--- config.mk ---
export PLATFORM = sky130hd
export DESIGN_NAME = ocyrus_link
export DESIGN_NICKNAME = d
export VERILOG_FILES = /design/src/source/serdes_pkg.sv /design/src/source/link_ctrl_pkg.sv /design/src/source/serdes_link_control.sv /design/src/source/oserdes_lane.sv /design/src/source/iserdes_lane.sv /design/src/source/ocyrus_link.sv
export SDC_FILE = /design/constraint.sdc
export NUM_CORES = 1
export LEC_CHECK = 0
export BUFFER_PORTS_ARGS = -buffer_cell sky130_fd_sc_hd__buf_2
export CAP_MARGIN = 5
export CORE_UTILIZATION = 40
export CTS_BUF_LIST = sky130_fd_sc_hd__clkbuf_16
export DETAILED_ROUTE_END_ITERATION = 8
export GPL_TIMING_DRIVEN = 0
export PLACE_DENSITY = 0.58
export SYNTH_ARGS = -nofsm -noshare
export SYNTH_HDL_FRONTEND = slang
export SYNTH_SLANG_ARGS = --single-unit
--- constraint.sdc ---
create_clock -name clock -period 1.6 [get_ports clock]
set_clock_uncertainty 0.1 [all_clocks]
set_input_delay 0.16 -clock clock [delete_from_list [all_inputs] [get_ports clock]]
set_output_delay 0.16 -clock clock [all_outputs]
set_load 0.01 [all_outputs]
--- src/source/serdes_pkg.sv ---
`default_nettype none

// datapath defaults shared by the lanes and the control
package serdes_pkg;

	// ------------------------------------------------------------------
	// word framing
	localparam int DEFAULT_WORD_WIDTH = 8; // bits per word on each lane
	localparam int DEFAULT_LANES = 4; // quad by default, 1 or 2 also fine

	// ------------------------------------------------------------------
	// clocking model
	localparam int DEFAULT_LOCK_CYCLES = 16; // stands in for pll lock time

	// line level when nothing is offered, gives the all-ones idle word
	localparam logic IDLE_LEVEL = 1'b1;

endpackage

`default_nettype wire

--- src/source/link_ctrl_pkg.sv ---
`default_nettype none

// link state encoding, shared by the control FSM and the bound properties
package link_ctrl_pkg;

	typedef enum logic [1:0] {
		LINK_LOCKING = 2'd0, // waiting out the modelled pll lock
		LINK_ALIGNING = 2'd1, // one word period to line up the strobe
		LINK_RUNNING = 2'd2 // strobe running, locked high
	} link_state_e;

endpackage

`default_nettype wire

--- src/source/serdes_link_control.sv ---
`default_nettype none
`timescale 1ns/1ps

// single control block for all lanes: lock delay, strobe alignment,
// word strobe generation and the transmit-side handshake
module serdes_link_control
	import serdes_pkg::*, link_ctrl_pkg::*;
#(
	parameter int WORD_WIDTH = DEFAULT_WORD_WIDTH,
	parameter int LOCK_CYCLES = DEFAULT_LOCK_CYCLES
) (
	input wire clock,
	input wire rst, // sync, active high
	input wire word_valid, // from the word source
	output logic word_ready, // one cycle per word period
	output logic word_strobe, // load / capture pulse to every lane
	output logic word_take, // strobe qualified by valid, tx lanes only
	output logic word_out_valid, // rx word presented this cycle
	output logic locked // high exactly while running
);

	localparam int LCW = $clog2(LOCK_CYCLES + 1); // lock counter width
	localparam int BCW = $clog2(WORD_WIDTH + 1); // bit counter width

	link_state_e state; // lock / align / run
	logic [LCW-1:0] lock_count; // cycles spent in LINK_LOCKING
	logic [BCW-1:0] bit_count; // position within the word period
	logic last_bit; // bit counter at WORD_WIDTH-1

	assign last_bit = (bit_count == BCW'(WORD_WIDTH - 1));

	// ------------------------------------------------------------------
	// link FSM and counters
	always_ff @(posedge clock) begin
		if (rst) begin
			state <= LINK_LOCKING;
			lock_count <= '0;
			bit_count <= '0;
			locked <= 1'b0;
		end else begin
			case (state)
				LINK_LOCKING: begin
					lock_count <= lock_count + 1'b1; // count lock delay
					if (lock_count == LCW'(LOCK_CYCLES - 1)) begin
						state <= LINK_ALIGNING; // lock acquired
					end
				end
				LINK_ALIGNING: begin
					if (last_bit) begin
						state <= LINK_RUNNING; // strobe lined up after one word
						locked <= 1'b1; // registered, follows the state
					end
				end
				LINK_RUNNING: begin
					state <= LINK_RUNNING; // only reset leaves here
				end
				default: begin
					state <= LINK_LOCKING; // unused encoding, start over
					locked <= 1'b0;
				end
			endcase
			// bit counter runs in align and run, wraps to zero so that
			// it is back at zero on entry to LINK_RUNNING
			if (state != LINK_LOCKING) begin
				bit_count <= last_bit ? '0 : bit_count + 1'b1;
			end
		end
	end

	// ------------------------------------------------------------------
	// strobe and handshake
	assign word_strobe = (state == LINK_RUNNING) && last_bit; // once per word
	assign word_ready = word_strobe; // never looks at word_valid
	assign word_take = word_strobe & word_valid; // transfer decided here once

	always_ff @(posedge clock) begin
		if (rst) begin
			word_out_valid <= 1'b0;
		end else begin
			word_out_valid <= word_strobe; // rx word lands one cycle later
		end
	end

endmodule

`default_nettype wire

--- src/source/oserdes_lane.sv ---
`default_nettype none
`timescale 1ns/1ps

// one transmit lane: parallel load on the strobe, msb out first
module oserdes_lane
	import serdes_pkg::*;
#(
	parameter int WORD_WIDTH = DEFAULT_WORD_WIDTH
) (
	input wire clock,
	input wire rst,
	input wire word_strobe, // word boundary
	input wire word_take, // load the offered word instead of idle
	input wire [WORD_WIDTH-1:0] word, // this lane's slice of word_in
	output logic D_out // serial line
);

	localparam logic [WORD_WIDTH-1:0] IDLE_WORD = {WORD_WIDTH{IDLE_LEVEL}};

	logic [WORD_WIDTH-1:0] shifter; // msb is on the line

	always_ff @(posedge clock) begin
		if (rst) begin
			shifter <= IDLE_WORD; // line idles high from reset
		end else if (word_strobe) begin
			if (word_take) begin
				shifter <= word; // accepted word
			end else begin
				shifter <= IDLE_WORD; // nothing offered, send idle
			end
		end else begin
			shifter <= {shifter[WORD_WIDTH-2:0], IDLE_LEVEL}; // toward msb
		end
	end

	assign D_out = shifter[WORD_WIDTH-1]; // msb leaves first

endmodule

`default_nettype wire

--- src/source/iserdes_lane.sv ---
`default_nettype none
`timescale 1ns/1ps

// one receive lane: samples every cycle, presents a word on the strobe
module iserdes_lane
	import serdes_pkg::*;
#(
	parameter int WORD_WIDTH = DEFAULT_WORD_WIDTH
) (
	input wire clock,
	input wire rst,
	input wire word_strobe, // capture point
	input wire data_in, // serial line
	output logic [WORD_WIDTH-1:0] word_out // last captured word
);

	localparam logic [WORD_WIDTH-1:0] IDLE_WORD = {WORD_WIDTH{IDLE_LEVEL}};

	logic [WORD_WIDTH-2:0] shifter; // previous WORD_WIDTH-1 samples
	logic [WORD_WIDTH-1:0] assembled; // samples plus the current bit

	assign assembled = {shifter, data_in}; // oldest sample ends up as msb

	always_ff @(posedge clock) begin
		shifter <= assembled[WORD_WIDTH-2:0]; // shift in every cycle
	end

	always_ff @(posedge clock) begin
		if (rst) begin
			word_out <= IDLE_WORD; // matches an idle line
		end else if (word_strobe) begin
			word_out <= assembled; // hold until the next strobe
		end
	end

endmodule

`default_nettype wire

--- src/source/ocyrus_link.sv ---
`default_nettype none
`timescale 1ns/1ps

// multi-lane word serializer with a matching deserializer,
// one control block drives the strobe for every lane
module ocyrus_link
	import serdes_pkg::*;
#(
	parameter int WORD_WIDTH = DEFAULT_WORD_WIDTH,
	parameter int LANES = DEFAULT_LANES,
	parameter int LOCK_CYCLES = DEFAULT_LOCK_CYCLES
) (
	input wire clock,
	input wire rst, // sync, active high
	input wire word_valid, // offer for all lanes at once
	output wire word_ready, // transfer when valid and ready
	input wire [LANES*WORD_WIDTH-1:0] word_in, // lane 0 in the low bits
	output wire [LANES-1:0] D_out, // serial out, one per lane
	input wire [LANES-1:0] data_in, // serial in, one per lane
	output wire [LANES*WORD_WIDTH-1:0] word_out, // same layout as word_in
	output wire word_out_valid, // one cycle per received word
	output wire locked // link running
);

	wire word_strobe; // shared word boundary
	wire word_take; // strobe and valid, tx lanes only

	// ------------------------------------------------------------------
	// control
	serdes_link_control #(
		.WORD_WIDTH(WORD_WIDTH),
		.LOCK_CYCLES(LOCK_CYCLES)
	) control (
		.clock(clock),
		.rst(rst),
		.word_valid(word_valid),
		.word_ready(word_ready),
		.word_strobe(word_strobe),
		.word_take(word_take),
		.word_out_valid(word_out_valid),
		.locked(locked)
	);

	// ------------------------------------------------------------------
	// transmit lanes
	for (genvar lane = 0; lane < LANES; lane++) begin : g_tx
		oserdes_lane #(
			.WORD_WIDTH(WORD_WIDTH)
		) tx (
			.clock(clock),
			.rst(rst),
			.word_strobe(word_strobe),
			.word_take(word_take),
			.word(word_in[lane*WORD_WIDTH +: WORD_WIDTH]), // this lane's slice
			.D_out(D_out[lane])
		);
	end

	// ------------------------------------------------------------------
	// receive lanes
	for (genvar lane = 0; lane < LANES; lane++) begin : g_rx
		iserdes_lane #(
			.WORD_WIDTH(WORD_WIDTH)
		) rx (
			.clock(clock),
			.rst(rst),
			.word_strobe(word_strobe), // same strobe as tx, loopback lines up
			.data_in(data_in[lane]),
			.word_out(word_out[lane*WORD_WIDTH +: WORD_WIDTH])
		);
	end

endmodule

`default_nettype wire

Yosys cells after proc, flatten, opt, wreduce, memory -nomap -nowiden
Index checks and enable logic that the tools add are counted.
- bits in registers: 105
- output and inout port bits: 39
- $add $sub $neg: 2
- eq/ne operators: 6
- muxes and demuxes: 14
- bitwise logic cells: 4
- reductions and logical operators: 7
- operators with widths (operator ; number):
    two-way mux 8 bit ; 8
    case mux 2 bit (3 select lines) ; 1
    adder 5 x 1 -> 5 bit (second input constant) ; 1
    == test 5 x 4 -> 1 bit (second input constant) ; 1
    adder 4 x 1 -> 4 bit (second input constant) ; 1
    == test 4 x 3 -> 1 bit (second input constant) ; 1
    two-way mux 2 bit ; 2
    two-way mux 4 bit ; 1
    != test 2 x 1 -> 1 bit (second input constant) ; 2
    AND reduction 2 bit ; 2
    NOT 1 bit ; 3
    OR reduction 3 bit ; 1
    == test 2 x 1 -> 1 bit (second input constant) ; 1
    == test 2 bit (second input constant) ; 1
    logical NOT 2 bit ; 1
    case mux 1 bit (2 select lines) ; 1
    nonzero test 2 bit ; 1
    OR reduction 2 bit ; 1
    AND 1 bit ; 1
    logical AND 1 bit ; 1
    two-way mux 1 bit ; 1

Logic depth before layout (Yosys ltp)
Gate-level depths: netlist of run 1.
- word-level depth: 5
- depth in mapped cells: 8
- mapped depth without buffers: 6

Hierarchy
From an unflattened synthesis of run 1, not the netlist that was laid out.
- cells, all modules: 343
- area total of the unflattened synthesis: 3731.1 sq um
- modules (own cells, without submodules) (module ; instances ; cells an instance ; area each (sq um)):
    iserdes_lane ; 4 ; 33 ; 442.9
    oserdes_lane ; 4 ; 36 ; 329.1
    serdes_link_control ; 1 ; 67 ; 643.1

Worst setup path before layout of run 1
Ideal clock, no wire load.
- kind: reg2reg
- start point: register control.bit_count[0]
- end point: register g_rx[0].rx.word_out[0]
- data arrival time: 1.276 ns
- data required time: 1.381 ns
- slack: 0.105 ns
- cell stages (with the launch flop): 9
- path buffers: 2
- period minus slack after synthesis: 1.495 ns
- cell sequence: dfxtp_1 > ha_1 > and3b_4 > nand2_4 > inv_4 > buf_12 > buf_12 > nor3_2 > a21oi_2
- cells in the longest elaborated chain, start to end: 2
- ends and longest elaborated chain (what ; RTL line ; RTL):
    from (decl) ; serdes_link_control.sv:27 ; logic [BCW-1:0] bit_count;
    from (signal assigned) ; serdes_link_control.sv:65 ; bit_count <= last_bit ? '0 : bit_count + 1'b1;
    == test 4 x 3 -> 1 bit ; serdes_link_control.sv:30 ; assign last_bit = (bit_count == BCW'(WORD_WIDTH - 1));
    logical AND 1 bit ; serdes_link_control.sv:72 ; assign word_strobe = (state == LINK_RUNNING) && last_bit;
    to (signal assigned) ; iserdes_lane.sv:32 ; word_out <= assembled;
    to (decl) ; iserdes_lane.sv:14 ; output logic [WORD_WIDTH-1:0] word_out
No other way between the ends.
A chain may end at the register's enable or synchronous reset.

Worst setup path after layout of run 1
- start point: register control.bit_count[1]
- end point: output word_ready
- cells in the longest elaborated chain, start to end: 2
- ends and longest elaborated chain (what ; RTL line ; RTL):
    == test 4 x 3 -> 1 bit ; serdes_link_control.sv:30 ;
    logical AND 1 bit ; serdes_link_control.sv:72 ;
    to (decl) ; ocyrus_link.sv:16 ; output wire word_ready,
No other way between the ends.

==> flow_metrics.env, run 1 <==
export IMPL_crit_top_cell="buf_12"
export IMPL_busiest_layer="met2"
export IMPL_crit_path_end_kind="output port"
export IMPL_crit_path_max_incr_delay_ns=0.36
export IMPL_regArea_sq_um=2110
export IMPL_fin_ws_ns=-0.170
export IMPL_violations="setup timing"
export IMPL_gr_usage_all_layers=0.168
export IMPL_instances_no_fill=616
export IMPL_route_vias_total=2957
export IMPL_worst_pin_slew_ns=0.489
export IMPL_hold_viol_final=0
export IMPL_critPathLaunchType="flop"
export IMPL_ys_seq_area_frac=0.546
export IMPL_cpMaxStageDelayCell="dfxtp_4"
export IMPL_chipHeight_microns=100
export IMPL_coreArea_sq_um=9280
export IMPL_path_class="flop to output port"
export IMPL_grt_pass1_wl_microns=13300
export IMPL_portBuffers=75
export IMPL_antenna_found_initial=0
export IMPL_fin_setup_tns_ns=-2.86
export IMPL_path_cells="ha_4 > and3b_4 > nand2_4 > inv_4 > buf_12 > buf_12 > buf_6"
export IMPL_finalWeightedCongestion=0.731
export IMPL_fin_crit_sh=1.11
export IMPL_n_antenna_cell=0
export IMPL_relSlewSlack=0.674
export IMPL_synth_most_common_cell="dfxtp_1"
export IMPL_cts_clk_slew_worst_paths_ns=0.08
export IMPL_synthesis_area_sq_um=3850
export IMPL_clock_latency_ns=0.33
export IMPL_fillers=874
export IMPL_cts_root_buf="clkbuf_16"
export IMPL_dp_cells=581
export IMPL_clock_path_buffers=2
export IMPL_syn_to_final_growth_pct=32.3
export IMPL_synth_edf_count=0
export IMPL_ir_drop_uv=713
export IMPL_crit_family="buffers and inverters"
export IMPL_syn_inst=377
export IMPL_outcome="complete, but fails checks"
export IMPL_rsz0062_at_grt="yes"
export IMPL_dieArea_sq_um=10000
export IMPL_setup_viol=60
export IMPL_synth_warnings=0
export IMPL_drive_above_1_share=0.394
export IMPL_ys_async_sr_fraction=0
export IMPL_critPathArrivalTime_ns=1.51
export IMPL_synth_commonest_cells="105 x dfxtp_1, 69 x nor2_1, 31 x nor3_1, 29 x a21oi_2, 29 x nor3_2"
export IMPL_yosys_area_top_type="dfxtp_1"
export IMPL_synth_area_leaders="dfxtp_1 55%, nor3_2 7.5%, nor2_1 6.7%, a21oi_2 6.6%, a31oi_1 4.4%"
export IMPL_cts_tree="done"
export IMPL_timing_fmax_mhz=565
export IMPL_drv_cap=0
export IMPL_min_period_ns=1.77
export IMPL_first_iter_violations=52
export IMPL_synth_seq_cells=105
export IMPL_num_rows=35
export IMPL_crit_buf_inv=4
export IMPL_synth_ff_type="dfxtp_1"
export IMPL_dpl_hpwl_microns=5240
export IMPL_multiInputGateArea_sq_um=1630
export IMPL_overflow=0
export IMPL_initial_core_util=0.415
export IMPL_critical_path_required_ns=1.34
export IMPL_grtUsageMet3=0.0383
export IMPL_drc_errors=0
export IMPL_die_w_microns=100
export IMPL_p_leak_nw=1.93
export IMPL_drv_slew=0
export IMPL_grt_pass1_vias=2782
export IMPL_netlist_area_leader_share=0.546
export IMPL_syn_nets=422
export IMPL_wire_per_inst_microns=13.1
export IMPL_worstPathMaxFanout=4
export IMPL_postSynthAreaPerCell_sq_um=10.2
export IMPL_synth_cell_types=29
export IMPL_ios=78
export IMPL_drtAntennaViolNets=0
export IMPL_grt_use_met1=0.233
export IMPL_htreeDepth=3
export IMPL_cts_sinks=105
export IMPL_numCtsBuffers=9
export IMPL_firstDrtPassIters=4
export IMPL_power_density_nw_per_um2=1010
export IMPL_min_path_type="primary input to flop"
export IMPL_grt_max_degree=19
export IMPL_wl_microns=8080
export IMPL_globalRouteMet2Util=0.264
export IMPL_viasPerCell=4.80
export IMPL_finalNetCount=527
==> metal layers <==
metal / wire length (microns) / vias up
li1: - / 1506
met1: 3960 / 1378
met2: 3640 / 64
met3: 390 / 9
met4: 85 / 0
met5: 0 / -
==> timing repair <==
item                       CTS  global route
cloned                       0             1
pin swaps                    2             2
hold endpoints to repair    10             0
resized for setup           14            31
hold buffers                 9             0
setup buffers                7             3
setup endpoints to repair   61            67
==> cell usage in the layout (no fill, tap or decap), types with 4 or more instances in the layout <==
| master | synthesis | final |
|---|---|---|
| dfxtp_1 | 105 | 103 |
| buf_2 | 9 | 82 |
| nor2_1 | 69 | 69 |
| nor3_1 | 31 | 31 |
| a21oi_2 | 29 | 29 |
| a31oi_1 | 27 | 25 |
| nor3_4 | 0 | 21 |
| clkbuf_1 | 12 | 12 |
| buf_4 | 11 | 12 |
| clkbuf_16 | 0 | 10 |
| a21oi_1 | 9 | 9 |
| dlygate4sd3_1 | 0 | 9 |
| buf_6 | 0 | 8 |
| nor3_2 | 29 | 8 |
| buf_12 | 4 | 5 |
| or3_1 | 6 | 5 |
| ha_1 | 6 | 5 |
| inv_1 | 4 | 4 |
==> cells by family after synthesis <==
| kind of cell | Yosys count | synth area share |
|---|---|---|
| and+or+nand+nor | 149 | 0.217 |
| buffers and inverters | 41 | 0.0712 |
| muxes | 3 | 0.00780 |
| xor gates and xnor gates | 4 | 0.00910 |
| adders and majority gates | 6 | 0.0195 |
| DFF | 105 | 0.546 |
| AOI/OAI and AO/OA | 69 | 0.129 |
==> worst register-to-register path, stage by stage, from the launching register on <==
cell,delay [ns]
dfxtp_4,0.37
ha_4,0.13
and3b_4,0.21
nand2_4,0.07
buf_4,0.14
buf_6,0.11
buf_6,0.11
or3_4,0.37
==> flip-flops by register name (all words and copies together), names as in the netlist <==
name / count
control.bit_count: 4
control.lock_count: 5
control.locked: 1
control.state: 2
control.word_out_valid: 1
g_rx.rx.shifter: 28
g_rx.rx.word_out: 32
g_tx.tx.shifter: 32
==> path summary, 6_finish.rpt <==
path                           end  cells after the start                   from  slack [ns]
max                     word_ready                      7   control.bit_count[1]       -0.17
min          g_tx[1].tx.shifter[2]                      3            word_in[10]       0.003
max reg2reg  g_tx[3].tx.shifter[0]                      7   control.bit_count[1]       -0.11
min reg2reg  g_rx[3].rx.shifter[1]                      0  g_rx[3].rx.shifter[0]        0.25
==> metrics by stage <==
stage	worst slack, ns	hold slack (ns)	cell area, sq um	total power [mW]	utilization
floorplan	0.105	0.0877	3850	2.85	-
global placement	-0.176	0.178	4390	2.93	0.472
detailed placement	-0.166	0.180	4390	2.94	0.472
CTS	-0.170	0.000110	4890	5.16	0.527
global route	-0.220	0.0103	5090	5.30	0.549
finish	-0.170	0.00299	5090	5.12	0.549
==> final cells by class <==
cell class                 instances  area share
clock buffer                       9      0.0442
timing repair buffer              94       0.113
clock inverter                     7      0.0150
inverter                           5     0.00418
sequential                       105       0.414
multi-input combinational        231       0.321
buffer                            36      0.0570
tap                              129      0.0317
==> report_power, final <==
| group | internal (mW) | leakage (nW) | switching [mW] | total, mW |
|---|---|---|---|---|
| combinational | 0.0848 | 0.916 | 0.139 | 0.223 |
| clock | 1.23 | 0.148 | 0.995 | 2.23 |
| sequential | 2.65 | 0.861 | 0.0219 | 2.67 |
No activity file was read; power rests on OpenSTA's default activity.
==> run 2, diff against run 1 <==
Settings changed: MAX_ROUTING_LAYER from default to met4, SETUP_SLACK_MARGIN from default to 0.05.
==> run 2 against run 1 <==
Effect of this change: the flow still finishes with violations (setup timing); sequential share of layout area about the same; count of clock-buffer cells in the layout unchanged; utilization about the same; combinational power about the same; routed wire length increased by 0.63%; hold slack about the same; critical path type unchanged; largest cell class unchanged; highest routed layer unchanged.
==> flow_metrics.env, run 2 (same netlist as run 1, synthesis figures left out) <==
export IMPL_place_area_sq_um=4390
export IMPL_grt_use_met1=0.234
export IMPL_wire_per_inst_microns=13.2
export IMPL_dieArea_sq_um=10000
export IMPL_cts_clk_slew_worst_paths_ns=0.08
export IMPL_first_iter_violations=53
export IMPL_grt_max_degree=19
export IMPL_crit_family="buffers and inverters"
export IMPL_timing_fmax_mhz=566
export IMPL_relSlewSlack=0.665
export IMPL_grt_pass1_vias=2777
export IMPL_ir_drop_uv=713
export IMPL_drive_above_1_share=0.402
export IMPL_dpl_hpwl_microns=5240
export IMPL_final_cell_mix="101 x dfxtp_1, 82 x buf_2, 69 x nor2_1, 31 x nor3_1, 29 x a21oi_2"
export IMPL_htreeDepth=3
export IMPL_setup_viol=60
export IMPL_hold_viol_final=0
export IMPL_overflow=0
export IMPL_crit_buf_inv=4
export IMPL_drtAntennaViolNets=0
export IMPL_cts_sinks=105
export IMPL_min_to="g_tx[1].tx.shifter[2]"
export IMPL_clock_path_buffers=2
export IMPL_firstDrtPassIters=4
export IMPL_gr_usage_all_layers=0.174
export IMPL_whs_path_depth=3
export IMPL_critPathLaunchType="flop"
export IMPL_route_vias_total=2938
export IMPL_clock_latency_ns=0.33
export IMPL_multiInputGateArea_sq_um=1640
export IMPL_r2r_start="control.bit_count[1]"
export IMPL_die_w_microns=100
export IMPL_chipHeight_microns=100
export IMPL_viasPerCell=4.77
export IMPL_min_path_type="primary input to flop"
export IMPL_cts_root_buf="clkbuf_16"
export IMPL_critPathArrivalTime_ns=1.51
export IMPL_path_class="flop to output port"
export IMPL_r2r_end="g_tx[3].tx.shifter[0]"
export IMPL_instances_no_fill=616
export IMPL_portBuffers=75
export IMPL_largestRegisters="g_rx.rx.word_out x32, g_tx.tx.shifter x32, g_rx.rx.shifter x28"
export IMPL_final_common_cell="dfxtp_1"
export IMPL_r2r_cells=7
export IMPL_fin_ws_ns=-0.165
export IMPL_finalNetCount=527
export IMPL_wl_microns=8130
export IMPL_power_density_nw_per_um2=1010
export IMPL_final_area_sq_um=5100
export IMPL_hold_slack_ns=0.00265
export IMPL_rsz0062_at_grt="yes"
export IMPL_num_rows=35
export IMPL_hp_start="word_in[10]"
export IMPL_critPathLaunch="control.bit_count[1]"
export IMPL_p_leak_nw=1.92
export IMPL_grtUsageMet3=0.0369
export IMPL_worstPathMaxFanout=4
export IMPL_ios=78
export IMPL_violations="setup timing"
export IMPL_cpMaxStageDelayCell="dfxtp_4"
export IMPL_outcome="complete, but fails checks"
export IMPL_crit_top_cell="buf_12"
export IMPL_coreArea_sq_um=9280
export IMPL_dp_cells=581
export IMPL_initial_core_util=0.415
export IMPL_finalWeightedCongestion=0.740
export IMPL_fin_crit_sh=1.10
export IMPL_syn_to_final_growth_pct=32.4
export IMPL_totalPowerFinal_mw=5.12
export IMPL_drv_slew=0
export IMPL_crit_path_max_incr_delay_ns=0.36
export IMPL_n_antenna_cell=0
export IMPL_grt_pass1_wl_microns=13400
export IMPL_numCtsBuffers=9
export IMPL_drv_cap=0
export IMPL_regArea_sq_um=2110
export IMPL_cts_tree="done"
export IMPL_crit_path_end_kind="output port"
export IMPL_fillers=871
export IMPL_drc_errors=0
export IMPL_globalRouteMet2Util=0.263
export IMPL_antenna_found_initial=0
export IMPL_fin_util=0.549
export IMPL_path_cells="ha_4 > and3b_4 > nand2_4 > inv_4 > buf_12 > buf_12 > buf_6"
export IMPL_path_depth=7
export IMPL_worst_pin_slew_ns=0.502
export IMPL_min_period_ns=1.77
export IMPL_busiest_layer="met2"
export IMPL_r2r_setup_slack_ns=-0.11
export IMPL_critical_path_required_ns=1.34
## run 2: changes by cell type in the layout (fill, tap and decap cells not counted)
cell and change:
nor3_4 -1, dfxtp_1 -2, nor3_2 +1, and3_1 -1, ha_1 -1, and3_4 +1
dfxtp_2 +2, ha_2 +1
## run 2: worst register-to-register path, stage by stage (launching register included)
cell and delay [ns]:
dfxtp_4 0.37, ha_4 0.13, and3b_4 0.21, nand2_4 0.06, buf_4 0.13, buf_6 0.11, buf_6 0.11, or3_4 0.37
## run 2: where the power goes
| part | switching, mW | internal [mW] | total (mW) |
|---|---|---|---|
| registers | 0.0221 | 2.65 | 2.68 |
| clock network | 0.994 | 1.23 | 2.23 |
| logic | 0.138 | 0.0849 | 0.223 |
## run 2: worst max-delay path by stage
stage                                        end
after detailed placement              word_ready
final                                 word_ready
after global routing                  word_ready
after floorplan           g_rx[0].rx.word_out[0]
after global placement                word_ready
after CTS                             word_ready
## run 2: cell type report
type,count,area share
Buffer,36,0.0569
Clock buffer,9,0.0442
Clock inverter,7,0.0150
Inverter,5,0.00417
Multi-Input combinational cell,231,0.321
Sequential cell,105,0.414
Tap cell,129,0.0317
Timing Repair Buffer,94,0.113
## run 2: layer usage
layer,routed length [microns],vias up,part of all wire
met2,3710,68,0.46
li1,-,1505,-
met4,52,0,0.0064
met5,0,-,0
met3,384,5,0.047
met1,3990,1360,0.49
## run 2: what timing repair did
item                                    CTS  global route
pin swaps                                 2             2
cloned                                    0             1
buffers inserted                          7             3
gates resized for setup                  14            34
hold buffers                              9             0
endpoints found under the setup margin   61            70
hold endpoints to repair                 10             0
## run 2: per-stage QoR
| step | TNS, ns | setup slack (ns) |
|---|---|---|
| 4_1_cts | -5.64 | -0.170 |
| 3_3_place_gp | -2.69 | -0.176 |
| 2_1_floorplan | 0 | 0.105 |
| 5_1_grt | -7.20 | -0.220 |
| 6_report | -2.60 | -0.165 |
| 3_5_place_dp | -2.56 | -0.166 |
